$ cat src/logic/video_pkg.sv
/*
   Shared widths, pixel type and pipeline depth of the arcade video section.
   Modules import it inside their body and use scoped names in their ports.
*/
`default_nettype none

package video_pkg;

    // Layer pixel, value 0 is transparent
    localparam int PXL_W = 4;
    typedef logic [PXL_W-1:0] pxl_t;

    // Palette of 32 entries, 8 bits each
    localparam int PAL_AW = 5;

    // CPU address bus into tile and object RAM
    localparam int CPU_AW = 11;

    // Graphics ROM address: tile code, then tile row
    localparam int ROM_AW = 11;

    // One tile row, pixel k sits in nibble k
    localparam int ROM_DW = 32;

    // Pixel steps from timer position to a valid layer pixel
    localparam int LAYER_DELAY = 2;

endpackage

`default_nettype wire

$ cat src/logic/video_timing_if.sv
/*
   Beam position and blanking, driven by the raster timer and read by the
   tile layer, the sprite layer and the colour mixer.
*/
`default_nettype none

interface video_timing_if;

    logic [8:0] hdump;
    logic [8:0] vdump;
    logic       lhbl;
    logic       lvbl;

    // Raster timer side
    modport timer (output hdump, output vdump, output lhbl, output lvbl);

    // Layers and mixer only look at the beam
    modport layer (input hdump, input vdump, input lhbl, input lvbl);

endinterface

`default_nettype wire

$ cat src/logic/sprite_layer.sv
/*
   Sprite layer: four solid 8x8 objects held in 16 bytes of CPU RAM.
   Each object uses y, x, colour and enable bytes, and the lowest-numbered
   hit wins. The result is registered over LAYER_DELAY pixel steps.
*/
`default_nettype none

module sprite_layer (
    input  logic                         clk,
    input  logic                         rst,
    input  logic                         pxl_cen,
    video_timing_if.layer                tm,
    input  logic [video_pkg::CPU_AW-1:0] cpu_addr,
    input  logic [7:0]                   cpu_dout,
    input  logic                         cpu_rnw,
    input  logic                         objram_cs,
    output logic [7:0]                   obj_dout,
    output video_pkg::pxl_t              pxl
);
    import video_pkg::*;

    localparam int OBJS = 4;

    // Byte offsets inside an object
    localparam int OFS_Y   = 0;
    localparam int OFS_X   = 1;
    localparam int OFS_COL = 2;
    localparam int OFS_EN  = 3;

    logic [7:0] obj_ram [4*OBJS];
    logic [7:0] dx      [OBJS];
    logic [7:0] dy      [OBJS];
    logic [OBJS-1:0] hit;
    pxl_t       hit_pxl;
    pxl_t       pxl_pipe [LAYER_DELAY];

    always_ff @(posedge clk) begin
        if (objram_cs && !cpu_rnw) begin
            obj_ram[cpu_addr[3:0]] <= cpu_dout;
        end
        if (objram_cs && cpu_rnw) begin
            obj_dout <= obj_ram[cpu_addr[3:0]];
        end
    end

    // All objects tested in parallel
    always_comb begin
        for (int i = 0; i < OBJS; i++) begin
            // 8-bit differences, so an object near 255 wraps past 0
            dx[i]  = tm.hdump[7:0] - obj_ram[4*i + OFS_X];
            dy[i]  = tm.vdump[7:0] - obj_ram[4*i + OFS_Y];
            hit[i] = obj_ram[4*i + OFS_EN][0] && (dx[i] < 8'd8) && (dy[i] < 8'd8);
        end
    end

    // Walk down so object 0 has the last word
    always_comb begin
        hit_pxl = '0;
        for (int i = OBJS - 1; i >= 0; i--) begin
            if (hit[i]) begin
                hit_pxl = obj_ram[4*i + OFS_COL][PXL_W-1:0];
            end
        end
    end

    // Same latency as the tile layer
    always_ff @(posedge clk) begin
        if (rst) begin
            for (int i = 0; i < LAYER_DELAY; i++) begin
                pxl_pipe[i] <= '0;
            end
        end else if (pxl_cen) begin
            pxl_pipe[0] <= hit_pxl;
            for (int i = 1; i < LAYER_DELAY; i++) begin
                pxl_pipe[i] <= pxl_pipe[i-1];
            end
        end
    end

    assign pxl = pxl_pipe[LAYER_DELAY-1];

endmodule

`default_nettype wire

$ cat src/flat_wrapper.sv
// flat-port wrapper written by rule: the top's interface ports become plain ports
module sprite_layer_flat import video_pkg::*;
  (clk, rst, pxl_cen, cpu_addr, cpu_dout, cpu_rnw, objram_cs, obj_dout, pxl, tm_hdump, tm_vdump, tm_lhbl, tm_lvbl);
  video_timing_if tm_i ();
  input  logic clk;
  input  logic rst;
  input  logic pxl_cen;
  input  logic [video_pkg::CPU_AW-1:0] cpu_addr;
  input  logic [7:0] cpu_dout;
  input  logic cpu_rnw;
  input  logic objram_cs;
  output logic [7:0] obj_dout;
  output video_pkg::pxl_t pxl;
  input wire logic [$bits(tm_i.hdump)-1:0] tm_hdump;
  input wire logic [$bits(tm_i.vdump)-1:0] tm_vdump;
  input wire logic [$bits(tm_i.lhbl)-1:0] tm_lhbl;
  input wire logic [$bits(tm_i.lvbl)-1:0] tm_lvbl;
  assign tm_i.hdump = tm_hdump;
  assign tm_i.vdump = tm_vdump;
  assign tm_i.lhbl = tm_lhbl;
  assign tm_i.lvbl = tm_lvbl;
  sprite_layer u_core (.clk(clk), .rst(rst), .pxl_cen(pxl_cen), .tm(tm_i), .cpu_addr(cpu_addr), .cpu_dout(cpu_dout), .cpu_rnw(cpu_rnw), .objram_cs(objram_cs), .obj_dout(obj_dout), .pxl(pxl));
endmodule
$ cat config.mk
export PLATFORM = sky130hd
export DESIGN_NAME = sprite_layer_flat
export DESIGN_NICKNAME = d
export VERILOG_FILES = /design/src/logic/video_pkg.sv /design/src/logic/video_timing_if.sv /design/src/logic/sprite_layer.sv /design/src/flat_wrapper.sv
export SDC_FILE = /design/constraint.sdc
export NUM_CORES = 1
export LEC_CHECK = 0
export BUFFER_PORTS_ARGS = -buffer_cell sky130_fd_sc_hd__buf_2
export CAP_MARGIN = 0
export CORE_UTILIZATION = 59
export CTS_CLUSTER_SIZE = 28
export DETAILED_ROUTE_END_ITERATION = 10
export HOLD_SLACK_MARGIN = 0.03
export PLACE_DENSITY_LB_ADDON = 0.15
export SETUP_SLACK_MARGIN = 0.15
export SYNTH_ARGS = -nofsm -noshare
export SYNTH_HDL_FRONTEND = slang
export SYNTH_SLANG_ARGS = --single-unit
export TNS_END_PERCENT = 30
$ cat constraint.sdc
create_clock -name clk -period 7.8 [get_ports clk]
set_clock_uncertainty 0.05 [all_clocks]
set_input_delay 1.56 -clock clk [delete_from_list [all_inputs] [get_ports clk]]
set_output_delay 1.56 -clock clk [all_outputs]
set_load 0.03 [all_outputs]
; Yosys cells after proc, flatten, opt, wreduce, memory -nomap -nowiden
; Memory sizes are Yosys's and may differ from the RTL's. A register that Yosys moved wholly into a read port is not among the register bits.
; Index checks and enable logic that the tools add are counted.
[totals]
ramBits = 136
out_inout_bits = 12
ff_bits = 0
mem_count = 2
[classes]
bitwise = 2
order_cmp = 8
n_addsub = 8
n_reduce_logical = 11
muxes = 13
[mem_list]
columns = name, words, width, read_ports, rd_ports_with_merged_regs, write_ports, line_no
row1 = u_core.obj_ram, 16, 8, 17, 1, 1, sprite_layer.sv:30  ; logic [7:0] obj_ram [4*OBJS];
row2 = u_core.pxl_pipe, 2, 4, 2, 0, 2, sprite_layer.sv:35  ; pxl_t pxl_pipe [LAYER_DELAY];
[op_table]
columns = cell, count
row1 = < comparator 8 x 4 -> 1 bit (second input constant), 8
row2 = subtractor 8 bit, 8
row3 = two-way mux 4 bit, 6
row4 = logical AND 1 bit, 10
row5 = two-way mux 1 bit, 7
row6 = bitwise OR 1 bit, 2
row7 = logical NOT 1 bit, 1

; Depth between registers and ports, before layout
[depth]
depth_word = 9
ltp_mapped = 11

; Least setup slack after synthesis
; No wires, ideal clock.
[synth_path]
path_kind = input-to-reg
start = input cpu_addr[0] (netlist bit)
end = memory u_core.obj_ram[3][0], enable pin
stages = 5
t_arrival_ns = 3.483
required_time_ns = 7.367
setup_slack_ns = 3.884
path_cell_list = clkbuf_1 buf_2 clkbuf_1 nand4b_1 nor3_1
[synth_rtl]
columns = element, line_no
row1 = start: declaration, flat_wrapper.sv:8  ; input logic [video_pkg::CPU_AW-1:0] cpu_addr;
row2 = end: declaration, sprite_layer.sv:30
; No word-level cell before the write port.

==> metrics.yaml <==
status:
  outcome: "finished, final reports clean"
sta:
  slew_headroom_pct: 23.0
  hold_viol: 0
  rsz0062_at_grt: "no"
  slew_viol_final: 0
  whs_ns: 0.478
  fin_crit_ns: 4.10
  fin_tns_setup_ns: 0
  clock.fmax_mhz: 244
  setup_viol: 0
  worst_slew_pin_slew_ns: 1.15
  period_share_pct: 52.5
critical_path:
  endpoint_kind: "register"
  arrival_ns: 4.22
  crit_type: "primary input to register"
  critPathLaunchType: "primary input"
  path_max_fanout: 5
  critPathRequiredTime_ns: 7.92
logic_synthesis:
  ys_top_cells_by_count: "edfxtp_1, inv_1, ha_1, mux4_2, nor2_1"
  yosys-top-cells-area: "edfxtp_1, mux4_2, ha_1, inv_1, nor2_1"
  synthArstFlopShare_pct: 0
  yosysTopAreaCell: "edfxtp_1"
  yosysUniqueCellTypes: 61
  ys_ff_latch: 144
  ys_seq_area_share_pct: 56.4
  synth_fp_nets: 639
  yosysTopAreaCellShare_pct: 56.4
  yosys_warnings: 0
  netlist_instances: 547
  synth_edf_count: 144
  syn_avg_cell_area_um2: 14.0
  synth_ff_type: "edfxtp_1"
  synth_area_um2: 7660
  synth.most_common_cell: "edfxtp_1"
global_routing:
  gr-total-overflow: 0
  grt_pass1_vias: 4918
  grt_usage_pct: 27.3
  grt_pass1_wl_um: 25400
  grt_max_degree: 37
  antenna_found_initial: 0
flow_run:
  drv_cap: 0
pwr:
  p_per_area_nw_per_um2: 212
  peakVddDrop_v: 0.000169
  power_leakage_nw: 3.21
detailed_routing:
  ant_nets: 0
  wl_per_cell_um: 21.6
  wirelength_um: 16900
  drt-pass1-iter-count: 5
  routed_via_density: 6.18
  first_iter_violations: 393
  remaining_drc_errors: 0
  vias: 4832
place:
  gp_congestion: 0.808
  port_buffers: 44
  hpwl_um: 12500
cells_and_area:
  multi_input_area_um2: 3050
  antennaDiodeCount: 0
  final_util_pct: 68.2
  seq_area_um2: 4320
  final_nets: 689
  fillers: 947
  drive_above_1_share_pct: 22.0
  syn_to_final_growth_pct: 12.4
floorplan:
  ios: 56
  initial_core_util_pct: 60.7
  dieHeight_um: 116
  die_w_um: 116
  die-area_um2: 13500
  rows: 41
  core_um2: 12600
clocking:
  cts-buffers-inserted: 17
  htree_levels: 4
  clk_pin_slew_ns: 0.06
  cts_tree: "done"
  cts_sinks: 144
  clock_path_buffers: 2
  postCtsHoldBufs: 0
  root_buffer: "clkbuf_16"
  insertion_delay_ns: 0.43
  postCtsSetupBuffers: 0
  cts-resized-gates: 0
min_path:
  holdCritPathClass: "register to register"
-- final timing paths --
kind | from | to | slack (ns) | depth (start not counted)
max | tm_vdump[2] | u_core.pxl_pipe[0][1] | 3.70 | 11
min | u_core.pxl_pipe[0][0] | u_core.pxl_pipe[0][4] | 0.48 | 1
max reg2reg | u_core.obj_ram[8][2] | u_core.pxl_pipe[0][1] | 4.60 | 11
min reg2reg | u_core.pxl_pipe[0][0] | u_core.pxl_pipe[0][4] | 0.48 | 1
-- cells in the final DEF, fill, tap and decap left out, drive strengths merged, types with 10 or more instances in the layout --
cell type	n
edfxtp	144
inv	54
ha	48
buf	48
mux4	40
nor2	35
nand2	28
clkbuf	19
o21ai	19
a21oi	18
nor3	15
mux2i	10
xor2	10
-- layout make-up --
| class | count | share of cell area [%] |
|---|---|---|
| timing repair buffer | 48 | 2.91 |
| clock buffer | 19 | 5.03 |
| clock inverter | 13 | 1.67 |
| tap | 172 | 2.50 |
| sequential | 144 | 50.2 |
| multi-input combinational | 333 | 35.4 |
| inverter | 53 | 2.31 |
-- through the flow --
stage | cells | power, mW | setup WS (ns) | cell area [um2]
floorplan | 547 | 0.999 | 3.88 | 7660
global placement | 750 | 1.04 | 3.37 | 8040
detailed placement | 750 | 1.05 | 3.31 | 8040
CTS | 782 | 1.84 | 3.75 | 8610
global route | 782 | 1.88 | 3.62 | 8610
finish | 782 | 1.83 | 3.70 | 8610
-- critical path, stage by stage --
cell and delay (ns):
buf_2 0.15, ha_1 0.33, a21o_1 0.18, a31oi_2 0.28
o21ai_1 0.15, or3_1 0.41, a2111oi_4 0.46, or2_2 0.23
o21ai_0 0.13, mux2i_1 0.23, o2bb2ai_1 0.11
-- state kept, by name, indices dropped and copies added (netlist names) --
| signal | flops |
|---|---|
| u_core.obj_dout | 8 |
| u_core.obj_ram | 128 |
| u_core.pxl_pipe | 8 |
-- layer usage --
metal | vias up | part of all wire, % | GRT usage [%]
met5 | - | 0 | 0
li1 | 2203 | - | -
met3 | 38 | 6.4 | 7.22
met2 | 181 | 51 | 45.7
met4 | 0 | 2.4 | 12.1
met1 | 2410 | 40 | 33.6
-- power by group --
group / internal, mW / total [mW] / switching [mW]
Sequential: 0.865 / 0.870 / 0.00432
Clock: 0.496 / 0.789 / 0.293
Combinational: 0.0679 / 0.168 / 0.101
-- cell families (layout without fill, tap and decap cells) --
group,Yosys count,count (layout),share of synthesized area (%)
adder cells (fa/ha/maj),48,48,7.84
XOR/XNOR,16,16,2.07
flip-flops,144,144,56.4
buffers and inverters,70,133,3.84
multiplexers,51,51,13.2
AO/OA/AOI/OAI,76,76,7.26
AND/OR/NAND/NOR,142,142,9.37
Note: power is estimated with default switching activity, not from simulation.
