===== src/logic/video_timing_if.sv =====
/*
   Beam position and blanking, driven by the raster timer and read by the
   tile layer, the sprite layer and the colour mixer.
*/
`default_nettype none

interface video_timing_if;

    logic [8:0] hdump;
    logic [8:0] vdump;
    logic       lhbl;
    logic       lvbl;

    // Raster timer side
    modport timer (output hdump, output vdump, output lhbl, output lvbl);

    // Layers and mixer only look at the beam
    modport layer (input hdump, input vdump, input lhbl, input lvbl);

endinterface

`default_nettype wire


===== src/logic/video_timer.sv =====
/*
   Raster timer: horizontal and vertical counters, syncs and blanking.
   Counts advance on pxl_cen; the raster sizes come from the top level.
*/
`default_nettype none

module video_timer #(
    parameter int unsigned H_ACTIVE = 256,
    parameter int unsigned H_TOTAL  = 384,
    parameter int unsigned V_ACTIVE = 224,
    parameter int unsigned V_TOTAL  = 264
) (
    input  logic          clk,
    input  logic          rst,
    input  logic          pxl_cen,
    video_timing_if.timer tm,
    output logic          hs,
    output logic          vs
);

    logic [8:0] hdump;
    logic [8:0] vdump;
    logic [8:0] hnext;
    logic [8:0] vnext;
    logic       h_wrap;

    always_comb begin
        h_wrap = (hdump == 9'(H_TOTAL - 1));
        hnext  = h_wrap ? 9'd0 : hdump + 9'd1;
        vnext  = vdump;
        // Next line only when the line ends
        if (h_wrap) begin
            vnext = (vdump == 9'(V_TOTAL - 1)) ? 9'd0 : vdump + 9'd1;
        end
    end

    always_ff @(posedge clk) begin
        if (rst) begin
            hdump <= 9'd0;
            vdump <= 9'd0;
            hs    <= 1'b0;
            vs    <= 1'b0;
        end else if (pxl_cen) begin
            hdump <= hnext;
            vdump <= vnext;
            // Syncs follow the counters, computed from the next position
            hs    <= (hnext >= 9'(H_ACTIVE + 4)) && (hnext <= 9'(H_ACTIVE + 11));
            vs    <= (vnext >= 9'(V_ACTIVE + 2)) && (vnext <= 9'(V_ACTIVE + 3));
        end
    end

    assign tm.hdump = hdump;
    assign tm.vdump = vdump;

    // Blanking is high in the visible area
    assign tm.lhbl  = (hdump < 9'(H_ACTIVE));
    assign tm.lvbl  = (vdump < 9'(V_ACTIVE));

endmodule

`default_nettype wire


===== src/flat_wrapper.sv =====
// flat-port wrapper written by rule: the top's interface ports become plain ports
module video_timer_flat 
#(
    parameter int unsigned H_ACTIVE = 256,
    parameter int unsigned H_TOTAL  = 384,
    parameter int unsigned V_ACTIVE = 224,
    parameter int unsigned V_TOTAL  = 264
)
  (clk, rst, pxl_cen, hs, vs, tm_hdump, tm_vdump, tm_lhbl, tm_lvbl);
  video_timing_if tm_i ();
  input  logic clk;
  input  logic rst;
  input  logic pxl_cen;
  output logic hs;
  output logic vs;
  output wire logic [$bits(tm_i.hdump)-1:0] tm_hdump;
  output wire logic [$bits(tm_i.vdump)-1:0] tm_vdump;
  output wire logic [$bits(tm_i.lhbl)-1:0] tm_lhbl;
  output wire logic [$bits(tm_i.lvbl)-1:0] tm_lvbl;
  assign tm_hdump = tm_i.hdump;
  assign tm_vdump = tm_i.vdump;
  assign tm_lhbl = tm_i.lhbl;
  assign tm_lvbl = tm_i.lvbl;
  video_timer #(.H_ACTIVE(H_ACTIVE), .H_TOTAL(H_TOTAL), .V_ACTIVE(V_ACTIVE), .V_TOTAL(V_TOTAL)) u_core (.clk(clk), .rst(rst), .pxl_cen(pxl_cen), .tm(tm_i), .hs(hs), .vs(vs));
endmodule

===== config.mk =====
export PLATFORM = sky130hd
export DESIGN_NAME = video_timer_flat
export DESIGN_NICKNAME = d
export VERILOG_FILES = /design/src/logic/video_timing_if.sv /design/src/logic/video_timer.sv /design/src/flat_wrapper.sv
export SDC_FILE = /design/constraint.sdc
export NUM_CORES = 1
export LEC_CHECK = 0
export BUFFER_PORTS_ARGS = -buffer_cell sky130_fd_sc_hd__buf_4
export CORE_UTILIZATION = 59
export DETAILED_ROUTE_END_ITERATION = 8
export PLACE_DENSITY = 0.84
export SETUP_SLACK_MARGIN = 0.15
export SYNTH_ARGS = -nofsm -noshare
export SYNTH_HDL_FRONTEND = slang
export SYNTH_SLANG_ARGS = --single-unit

===== constraint.sdc =====
create_clock -name clk -period 2.8 [get_ports clk]
set_clock_uncertainty 0.15 [all_clocks]
set_input_delay 0.14 -clock clk [delete_from_list [all_inputs] [get_ports clk]]
set_output_delay 0.14 -clock clk [all_outputs]
set_load 0.02 [all_outputs]

## After elaboration in Yosys (flattened, before gate mapping)

Cells that the tools add are included.

| word-level totals | value |
|---|---|
| register bits | 20 |
| input bits | 3 |
| output and inout port bits | 22 |
| word-level logic and storage cells | 19 |

| cells by class | value |
|---|---|
| add/subtract/negate cells | 2 |
| order comparisons | 6 |
| eq/ne operators | 2 |
| mux-type cells | 3 |
| reduce and logical (&&, ||, !) cells | 2 |

Operator list:

| cell | count |
|---|---|
| 9-bit two-way mux | 3 |
| 9-bit by 1-bit adder with 9-bit output, second input constant | 2 |
| 9-bit equality test, second input constant | 2 |
| 9-bit by 8-bit greater-or-equal comparator with 1-bit output, second input constant | 1 |
| 9-bit greater-or-equal comparator, second input constant | 1 |
| 9-bit by 8-bit <= comparator with 1-bit output, second input constant | 1 |
| 9-bit <= comparator, second input constant | 1 |
| 9-bit by 8-bit less-than comparator with 1-bit output, second input constant | 1 |
| 9-bit less-than comparator, second input constant | 1 |
| 1-bit logical AND | 2 |

## Longest topological paths before layout

Gate-level depths: netlist (run 1).

| depth | value |
|---|---|
| depth in word-level cells | 5 |
| gate-level depth with buffers | 8 |
| gate-level depth less buffers | 6 |

## Least setup slack after synthesis (run 1)

OpenSTA, ideal clock, no wires.

| path | value |
|---|---|
| path kind | flip-flop to flip-flop |
| start point | reg u_core.hdump[0] (netlist: u_core.tm.hdump[0]) |
| end point | reg u_core.vs |
| setup time | 0.084 ns |
| arrival time | 1.836 ns |
| data required time | 2.566 ns |
| setup slack | 0.730 ns |
| stages on the path, launching flop included | 8 |
| buffers on the path | 1 |
| period minus slack after synthesis | 2.070 ns |
| path through | dfxtp_1 > ha_1 > buf_4 > nand4_4 > or4_1 > o32ai_1 > a31oi_1 > o31ai_2 |

| on the way | value |
|---|---|
| longest elaborated chain between the ends | 4 |
| elaborated cells on any way between the ends | 5 |
| classes of those cells | order compare (2); eq/ne (1); mux (1); reduce/logical (1) |

RTL lines:

| what | RTL line | RTL |
|---|---|---|
| from (decl) | video_timer.sv:21 | `logic [8:0] hdump;` |
| from (signal assigned) | video_timer.sv:44 | `hdump <= hnext;` |
| 9-bit equality test (*) | video_timer.sv:28 | `h_wrap = (hdump == 9'(H_TOTAL - 1));` |
| 9-bit two-way mux (*) | video_timer.sv:32 | `if (h_wrap) begin` |
| 9-bit by 8-bit greater-or-equal comparator with 1-bit output / 9-bit by 8-bit <= comparator with 1-bit output (equally long branches) | video_timer.sv:48 | `vs <= (vnext >= 9'(V_ACTIVE + 2)) && (vnext <= 9'(V_ACTIVE + 3));` |
| 1-bit logical AND (*) | video_timer.sv:48 |  |
| to (signal assigned) | video_timer.sv:48 |  |
| to (decl) | video_timer.sv:18 | `output logic vs` |

Mark *: on every way between the ends. The rest lies on a longest branch, timed or not.
A chain may end at the register's enable or synchronous reset.

## Worst setup path in the final report (run 1)

| path | value |
|---|---|
| start point | reg u_core.hdump[0] (netlist: u_core.tm.hdump[0]) |
| end point | reg u_core.vdump[3] (netlist: u_core.tm.vdump[3]) |

| on the way | value |
|---|---|
| longest elaborated chain between the ends | 2 |

RTL lines:

| what | RTL line | RTL |
|---|---|---|
| 9-bit equality test | video_timer.sv:28 |  |
| 9-bit two-way mux | video_timer.sv:32 |  |
| to (signal assigned) | video_timer.sv:45 | `vdump <= vnext;` |
| to (decl) | video_timer.sv:22 | `logic [8:0] vdump;` |

Every way passes these cells.

==> results.yml, run 1 <==
synthesis:
  synth_edf_count: 0
  netlist_area_mm2: 0.00140
  async_flop_share: 0
  ys_seq_area_frac: 0.286
  yosys.area.top_type: "dfxtp_1"
  syn_inst: 167
  synth_top_area_frac: 0.286
  synth.area.top_cells: "dfxtp_1, clkbuf_8, xor2_1, nand2_1, nand3_1"
  synth_seq_cells: 20
  yosys_warnings: 0
  synth_flop_cell: "dfxtp_1"
  synth.avg_cell_area_um2: 8.38
  syn_nets: 172
  synth.distinct_cells: 52
timing:
  final.min_clock_period_ns: 2.33
  slew-limit-headroom: 0.724
  setup_slack_ns: 0.467
  slew_viol_final: 0
  fmax_mhz: 429
  setup_tns_ns: 0
  setup_viol: 0
  min_period_over_period: 0.833
  holdWs_ns: 0.0556
  rsz0062_at_grt: "false"
  worstMarginPinSlew_ns: 0.408
  final_hold_viol_count: 0
clock_tree:
  cts_sinks: 20
  cts_buffer_depth: 2
  cts_tree: "done"
  cts_made_buffers: 3
  hold_buffers: 0
  clk_pin_slew_ns: 0.12
  clk_latency_ns: 0.30
  htreeDepth: 1
  cts.repair.resized: 0
  post_cts_buffers: 0
  clockRootBuffer: "clkbuf_4"
setup_path:
  cp_max_fo: 13
  crit_type: "reg -> reg"
  reg2reg_depth: 6
  cp-end-kind: "register"
  startpoint_type: "register"
  cp.required_ns: 2.89
  arrival_ns: 2.43
  r2r_setup_slack_ns: 0.47
placement:
  numPortBuffers: 24
  dpl.cell_count: 205
  post-place-ws_ns: 0.523
  dp_hpwl_mm: 2.25
  gp_congestion: 0.861
  dpl-instance-area_mm2: 0.00148
floorplan:
  die-area_mm2: 0.00257
  die_h_um: 50.7
  fp-row-count: 17
  die_w_um: 50.7
  start_util: 0.626
  pin_count: 25
  fp.coreArea_mm2: 0.00223
detailed_routing:
  postRouteAntennaNets: 0
  drt_iter0_drc: 48
  met3WireLength_um: 156
  drt-vias-per-instance: 6.27
  wl_per_cell_um: 15.6
  drt-met1-wl_mm: 1.44
  drc: 0
  top_layer_used: "met4"
  wl_met2_mm: 1.61
  routed_wl_mm: 3.27
  first_pass_iters: 4
  vias: 1317
pwr:
  power_density_mw_per_mm2: 329
  p_total_mw: 0.501
  ir_worst_vdd_uv: 234
  power.leakage_nw: 0.573
global_routing:
  grt_max_degree: 23
  grt_pass1_wl_mm: 5.44
  grt_use_total: 0.277
  grt.overflow.total: 0
  antenna_found_initial: 0
  grt_pass1_vias: 1154
layout:
  stdcell_area_mm2: 0.00153
  final_cell_mix: "buf_4, dfxtp_1, nand2_1"
  final_util: 0.683
  nNetsFinal: 188
  drive_gt1_frac: 0.214
  layout-area-overhead-vs-synth_pct: 9.03
  final_common_cell: "buf_4"
  layoutNonFillerInstCount: 210
  diodes: 0
worst_hold_path:
  whs_path_depth: 2
  min_path_type: "in -> reg"
job:
  cap_viol_max_count: 0
run_status:
  status: "finished, final reports clean"
-- per-layer routing --
layer | GRT usage | vias up
met1 | 0.353 | 618
met4 | 0.116 | 0
met2 | 0.464 | 48
li1 | - | 643
met3 | 0.0364 | 8
met5 | 0 | -
-- report_power, final --
part           internal (mW)  switching [mW]  leakage [nW]
Sequential             0.288         0.00581         0.162
Clock                 0.0793          0.0932        0.0210
Combinational         0.0145          0.0212         0.390
Total                  0.381           0.120         0.573
-- synth_stat cells, types with 4 or more instances --
cell and instances:
a21oi_1 9, a31oi_1 4, clkbuf_8 6, dfxtp_1 20
mux2i_1 4, nand2_1 17, nand3_1 11, nand4_1 7
nor2_1 14, nor2b_1 4, o21ai_0 7, xor2_1 8
-- logic make-up (layout without fill, tap and decap cells) --
| group | after synthesis | after routing | synth area share |
|---|---|---|---|
| and+or+nand+nor | 79 | 79 | 0.332 |
| buffers and inverters | 16 | 31 | 0.102 |
| xor gates and xnor gates | 10 | 10 | 0.0626 |
| muxes | 4 | 4 | 0.0286 |
| DFF | 20 | 20 | 0.286 |
| adders and majority gates | 2 | 2 | 0.0179 |
| AOI/OAI and AO/OA | 36 | 36 | 0.171 |
-- layout make-up --
class / count / area, um2
tap: 28 / 35.0
fill: 198 / 708
sequential: 20 / 400
multi-input combinational: 131 / 856
inverter: 2 / 7.51
timing repair buffer: 25 / 190
clock buffer: 4 / 36.3
-- worst paths after layout --
path,from,to
setup / recovery,u_core.tm.hdump[0]$_SDFFE_PP0P_,u_core.tm.vdump[3]$_SDFFE_PP0P_
hold / removal,pxl_cen,u_core.tm.hdump[7]$_SDFFE_PP0P_
setup reg to reg,u_core.tm.hdump[0]$_SDFFE_PP0P_,u_core.tm.vdump[3]$_SDFFE_PP0P_
hold reg to reg,u_core.hs$_SDFFE_PP0P_,u_core.hs$_SDFFE_PP0P_
-- critical path: stages (launching register included) --
cell     delay (ns)
dfxtp_1        0.47
ha_1           0.45
nand4_4        0.18
nor2_4         0.34
nand3_1        0.16
or3_1          0.37
a21oi_1        0.15
-- sequential cells by signal, indices dropped and copies added, names as in the netlist --
register / cells
u_core.tm.hdump: 9
u_core.tm.vdump: 9
u_core.hs: 1
u_core.vs: 1
No activity file was read; power rests on OpenSTA's default activity.
==> run 2: changes to the inputs <==
--- a/config.mk
+++ b/config.mk
@@ -6,9 +6,9 @@
 export NUM_CORES = 1
 export LEC_CHECK = 0
 export BUFFER_PORTS_ARGS = -buffer_cell sky130_fd_sc_hd__buf_4
-export CORE_UTILIZATION = 59
+export CORE_UTILIZATION = 50
 export DETAILED_ROUTE_END_ITERATION = 8
-export PLACE_DENSITY = 0.84
+export PLACE_DENSITY = 0.76
 export SETUP_SLACK_MARGIN = 0.15
 export SYNTH_ARGS = -nofsm -noshare
 export SYNTH_HDL_FRONTEND = slang
==> constraint.sdc (replaced) <==
create_clock -name clk -period 1.9 [get_ports clk]
set_clock_uncertainty 0.15 [all_clocks]
set_input_delay 0.095 -clock clk [delete_from_list [all_inputs] [get_ports clk]]
set_output_delay 0.095 -clock clk [all_outputs]
set_load 0.02 [all_outputs]
==> run 2 against run 1 <==
Critical path depth is 1 higher. Fmax grew 30%. Setup slack lost 0.36 ns. Global-route usage decreased by 3.1 points. Sequential power increased by 46%. Count of clock-buffer cells in the layout did not move. Sequential share of layout area is 3.0 points lower. Power grew 49%. Routed wire length rose by 4.6%. Largest cell class unchanged.
==> results.yml, run 2 (synthesis results as in run 1) <==
floorplan:
  start_util: 0.545
  fp.coreArea_mm2: 0.00257
  pin_count: 25
  die-area_mm2: 0.00301
  fp-row-count: 18
  die_w_um: 54.9
  die_h_um: 54.9
layout:
  largestRegisters: "u_core.tm.hdump x9, u_core.tm.vdump x9"
  register_area_um2: 419
  final_common_cell: "buf_4"
  diodes: 0
  drive_gt1_frac: 0.415
  final_util: 0.703
  final_cell_mix: "buf_4, nand2_1, nor2_1"
  fill_cells: 202
  layout-area-overhead-vs-synth_pct: 29.1
  multi_input_area_um2: 936
  nNetsFinal: 211
timing:
  setup_tns_ns: 0
  rsz0062_at_grt: "true"
  slew_viol_final: 0
  min_period_over_period: 0.945
  fmax_mhz: 557
  setup_viol: 0
  slew-limit-headroom: 0.760
  worstMarginPinSlew_ns: 0.359
  final_hold_viol_count: 0
  final.min_clock_period_ns: 1.79
setup_path:
  cp.required_ns: 1.98
  arrival_ns: 1.87
  startpoint_type: "register"
  cp_max_fo: 9
  cp-end-kind: "register"
  crit_type: "reg -> reg"
  slowest_stage: "dfxtp_4"
  crit_family: "compound AO/OA/AOI/OAI gates"
  crit_buf_inv: 1
  slowest_delay_ns: 0.40
  path_cells: "ha_4 > buf_6 > and3b_1 > o22a_1 > o2bb2ai_2 > o2111ai_2 > o31ai_1"
run_status:
  status: "finished, final reports clean"
pwr:
  p_sw_mw: 0.174
  pwr-share-clk: 0.328
  pwr-share-comb: 0.097
  ir_worst_vdd_uv: 471
  p_seq_frac: 0.575
  p_total_mw: 0.746
  power.leakage_nw: 0.712
  power.internal_mw: 0.572
  power_density_mw_per_mm2: 413
  swShare: 0.233
placement:
  gp_congestion: 0.916
  numPortBuffers: 24
  dp_hpwl_mm: 2.37
clock_tree:
  htreeDepth: 1
  clockRootBuffer: "clkbuf_4"
  cts_buffer_depth: 2
  cts_made_buffers: 3
  clk_latency_ns: 0.30
  clk_pin_slew_ns: 0.11
  cts_tree: "done"
  cts_sinks: 20
global_routing:
  grt_max_degree: 23
  grt_pass1_wl_mm: 5.33
  grt_use_total: 0.246
  grt_pass1_vias: 1229
  grt.overflow.total: 0
  antenna_found_initial: 0
detailed_routing:
  postRouteAntennaNets: 0
  wl_per_cell_um: 14.6
  drt_iter0_drc: 23
  vias: 1403
  drc: 0
  first_pass_iters: 4
  routed_wl_mm: 3.42
  drt-vias-per-instance: 5.97
worst_hold_path:
  min_path_type: "reg -> reg"
job:
  cap_viol_max_count: 0
## run 2: cell count changes in the layout (fill, tap and decap cells not counted), sizes merged
cell         delta
dlygate4sd3     +1
buf            +22
## run 2: layer usage
layer / global-route usage / vias up / wire, um
li1: - / 685 / -
met1: 0.300 / 672 / 1450
met2: 0.424 / 37 / 1740
met3: 0.0464 / 9 / 149
met4: 0.0958 / 0 / 76
met5: 0 / - / 0
## run 2: worst register-to-register path: cells and delay by family (launching register included)
family                     cells  cell delay [ns]
AOI/OAI and AO/OA              4             0.72
buffers and inverters          1             0.12
adders and majority gates      1             0.16
DFF                            1             0.40
and+or+nand+nor                1             0.17
## run 2: through the flow
step | std cells | setup WS (ns) | area [um2] | hold slack [ns]
after global placement | 222 | 0.104 | 1620 | 0.271
after detailed placement | 222 | 0.0591 | 1620 | 0.279
final | 235 | 0.105 | 1810 | 0.319
after CTS | 233 | 0.116 | 1730 | 0.324
after global routing | 235 | 0.0491 | 1810 | 0.345
after floorplan | 167 | 0.0914 | 1430 | 0.206
## run 2: area by class of cell
cell class	count	share of cell area
clock buffers	4	0.0201
flip-flops and latches	20	0.232
inverters	2	0.00416
well taps	30	0.0208
repair buffers	48	0.204
multi-input cells	131	0.518
## run 2: repair_timing
item,in CTS,in global routing
pin swaps,1,7
hold buffers,2,0
endpoints found under the hold margin,18,0
buffers inserted,5,2
endpoints found under the setup margin,7,7
gates resized for setup,5,14
## run 2: power groups by stage
stage / Combinational [mW] / Sequential, mW / Clock [mW]
after global placement: 0.0544 / 0.440 / 0
after global routing: 0.0765 / 0.429 / 0.272
after detailed placement: 0.0562 / 0.441 / 0
after CTS: 0.0642 / 0.430 / 0.255
final: 0.0723 / 0.429 / 0.245
after floorplan: 0.0305 / 0.446 / 0
## run 2: final timing paths
check,from,to,slack [ns],depth (start not counted)
worst max register to register,u_core.tm.hdump[0]$_SDFFE_PP0P_,u_core.hs$_SDFFE_PP0P_,0.11,7
worst min register to register,u_core.hs$_SDFFE_PP0P_,u_core.hs$_SDFFE_PP0P_,0.32,2
worst min-delay path,u_core.hs$_SDFFE_PP0P_,u_core.hs$_SDFFE_PP0P_,0.32,2
worst max-delay path,u_core.tm.hdump[0]$_SDFFE_PP0P_,u_core.hs$_SDFFE_PP0P_,0.11,7
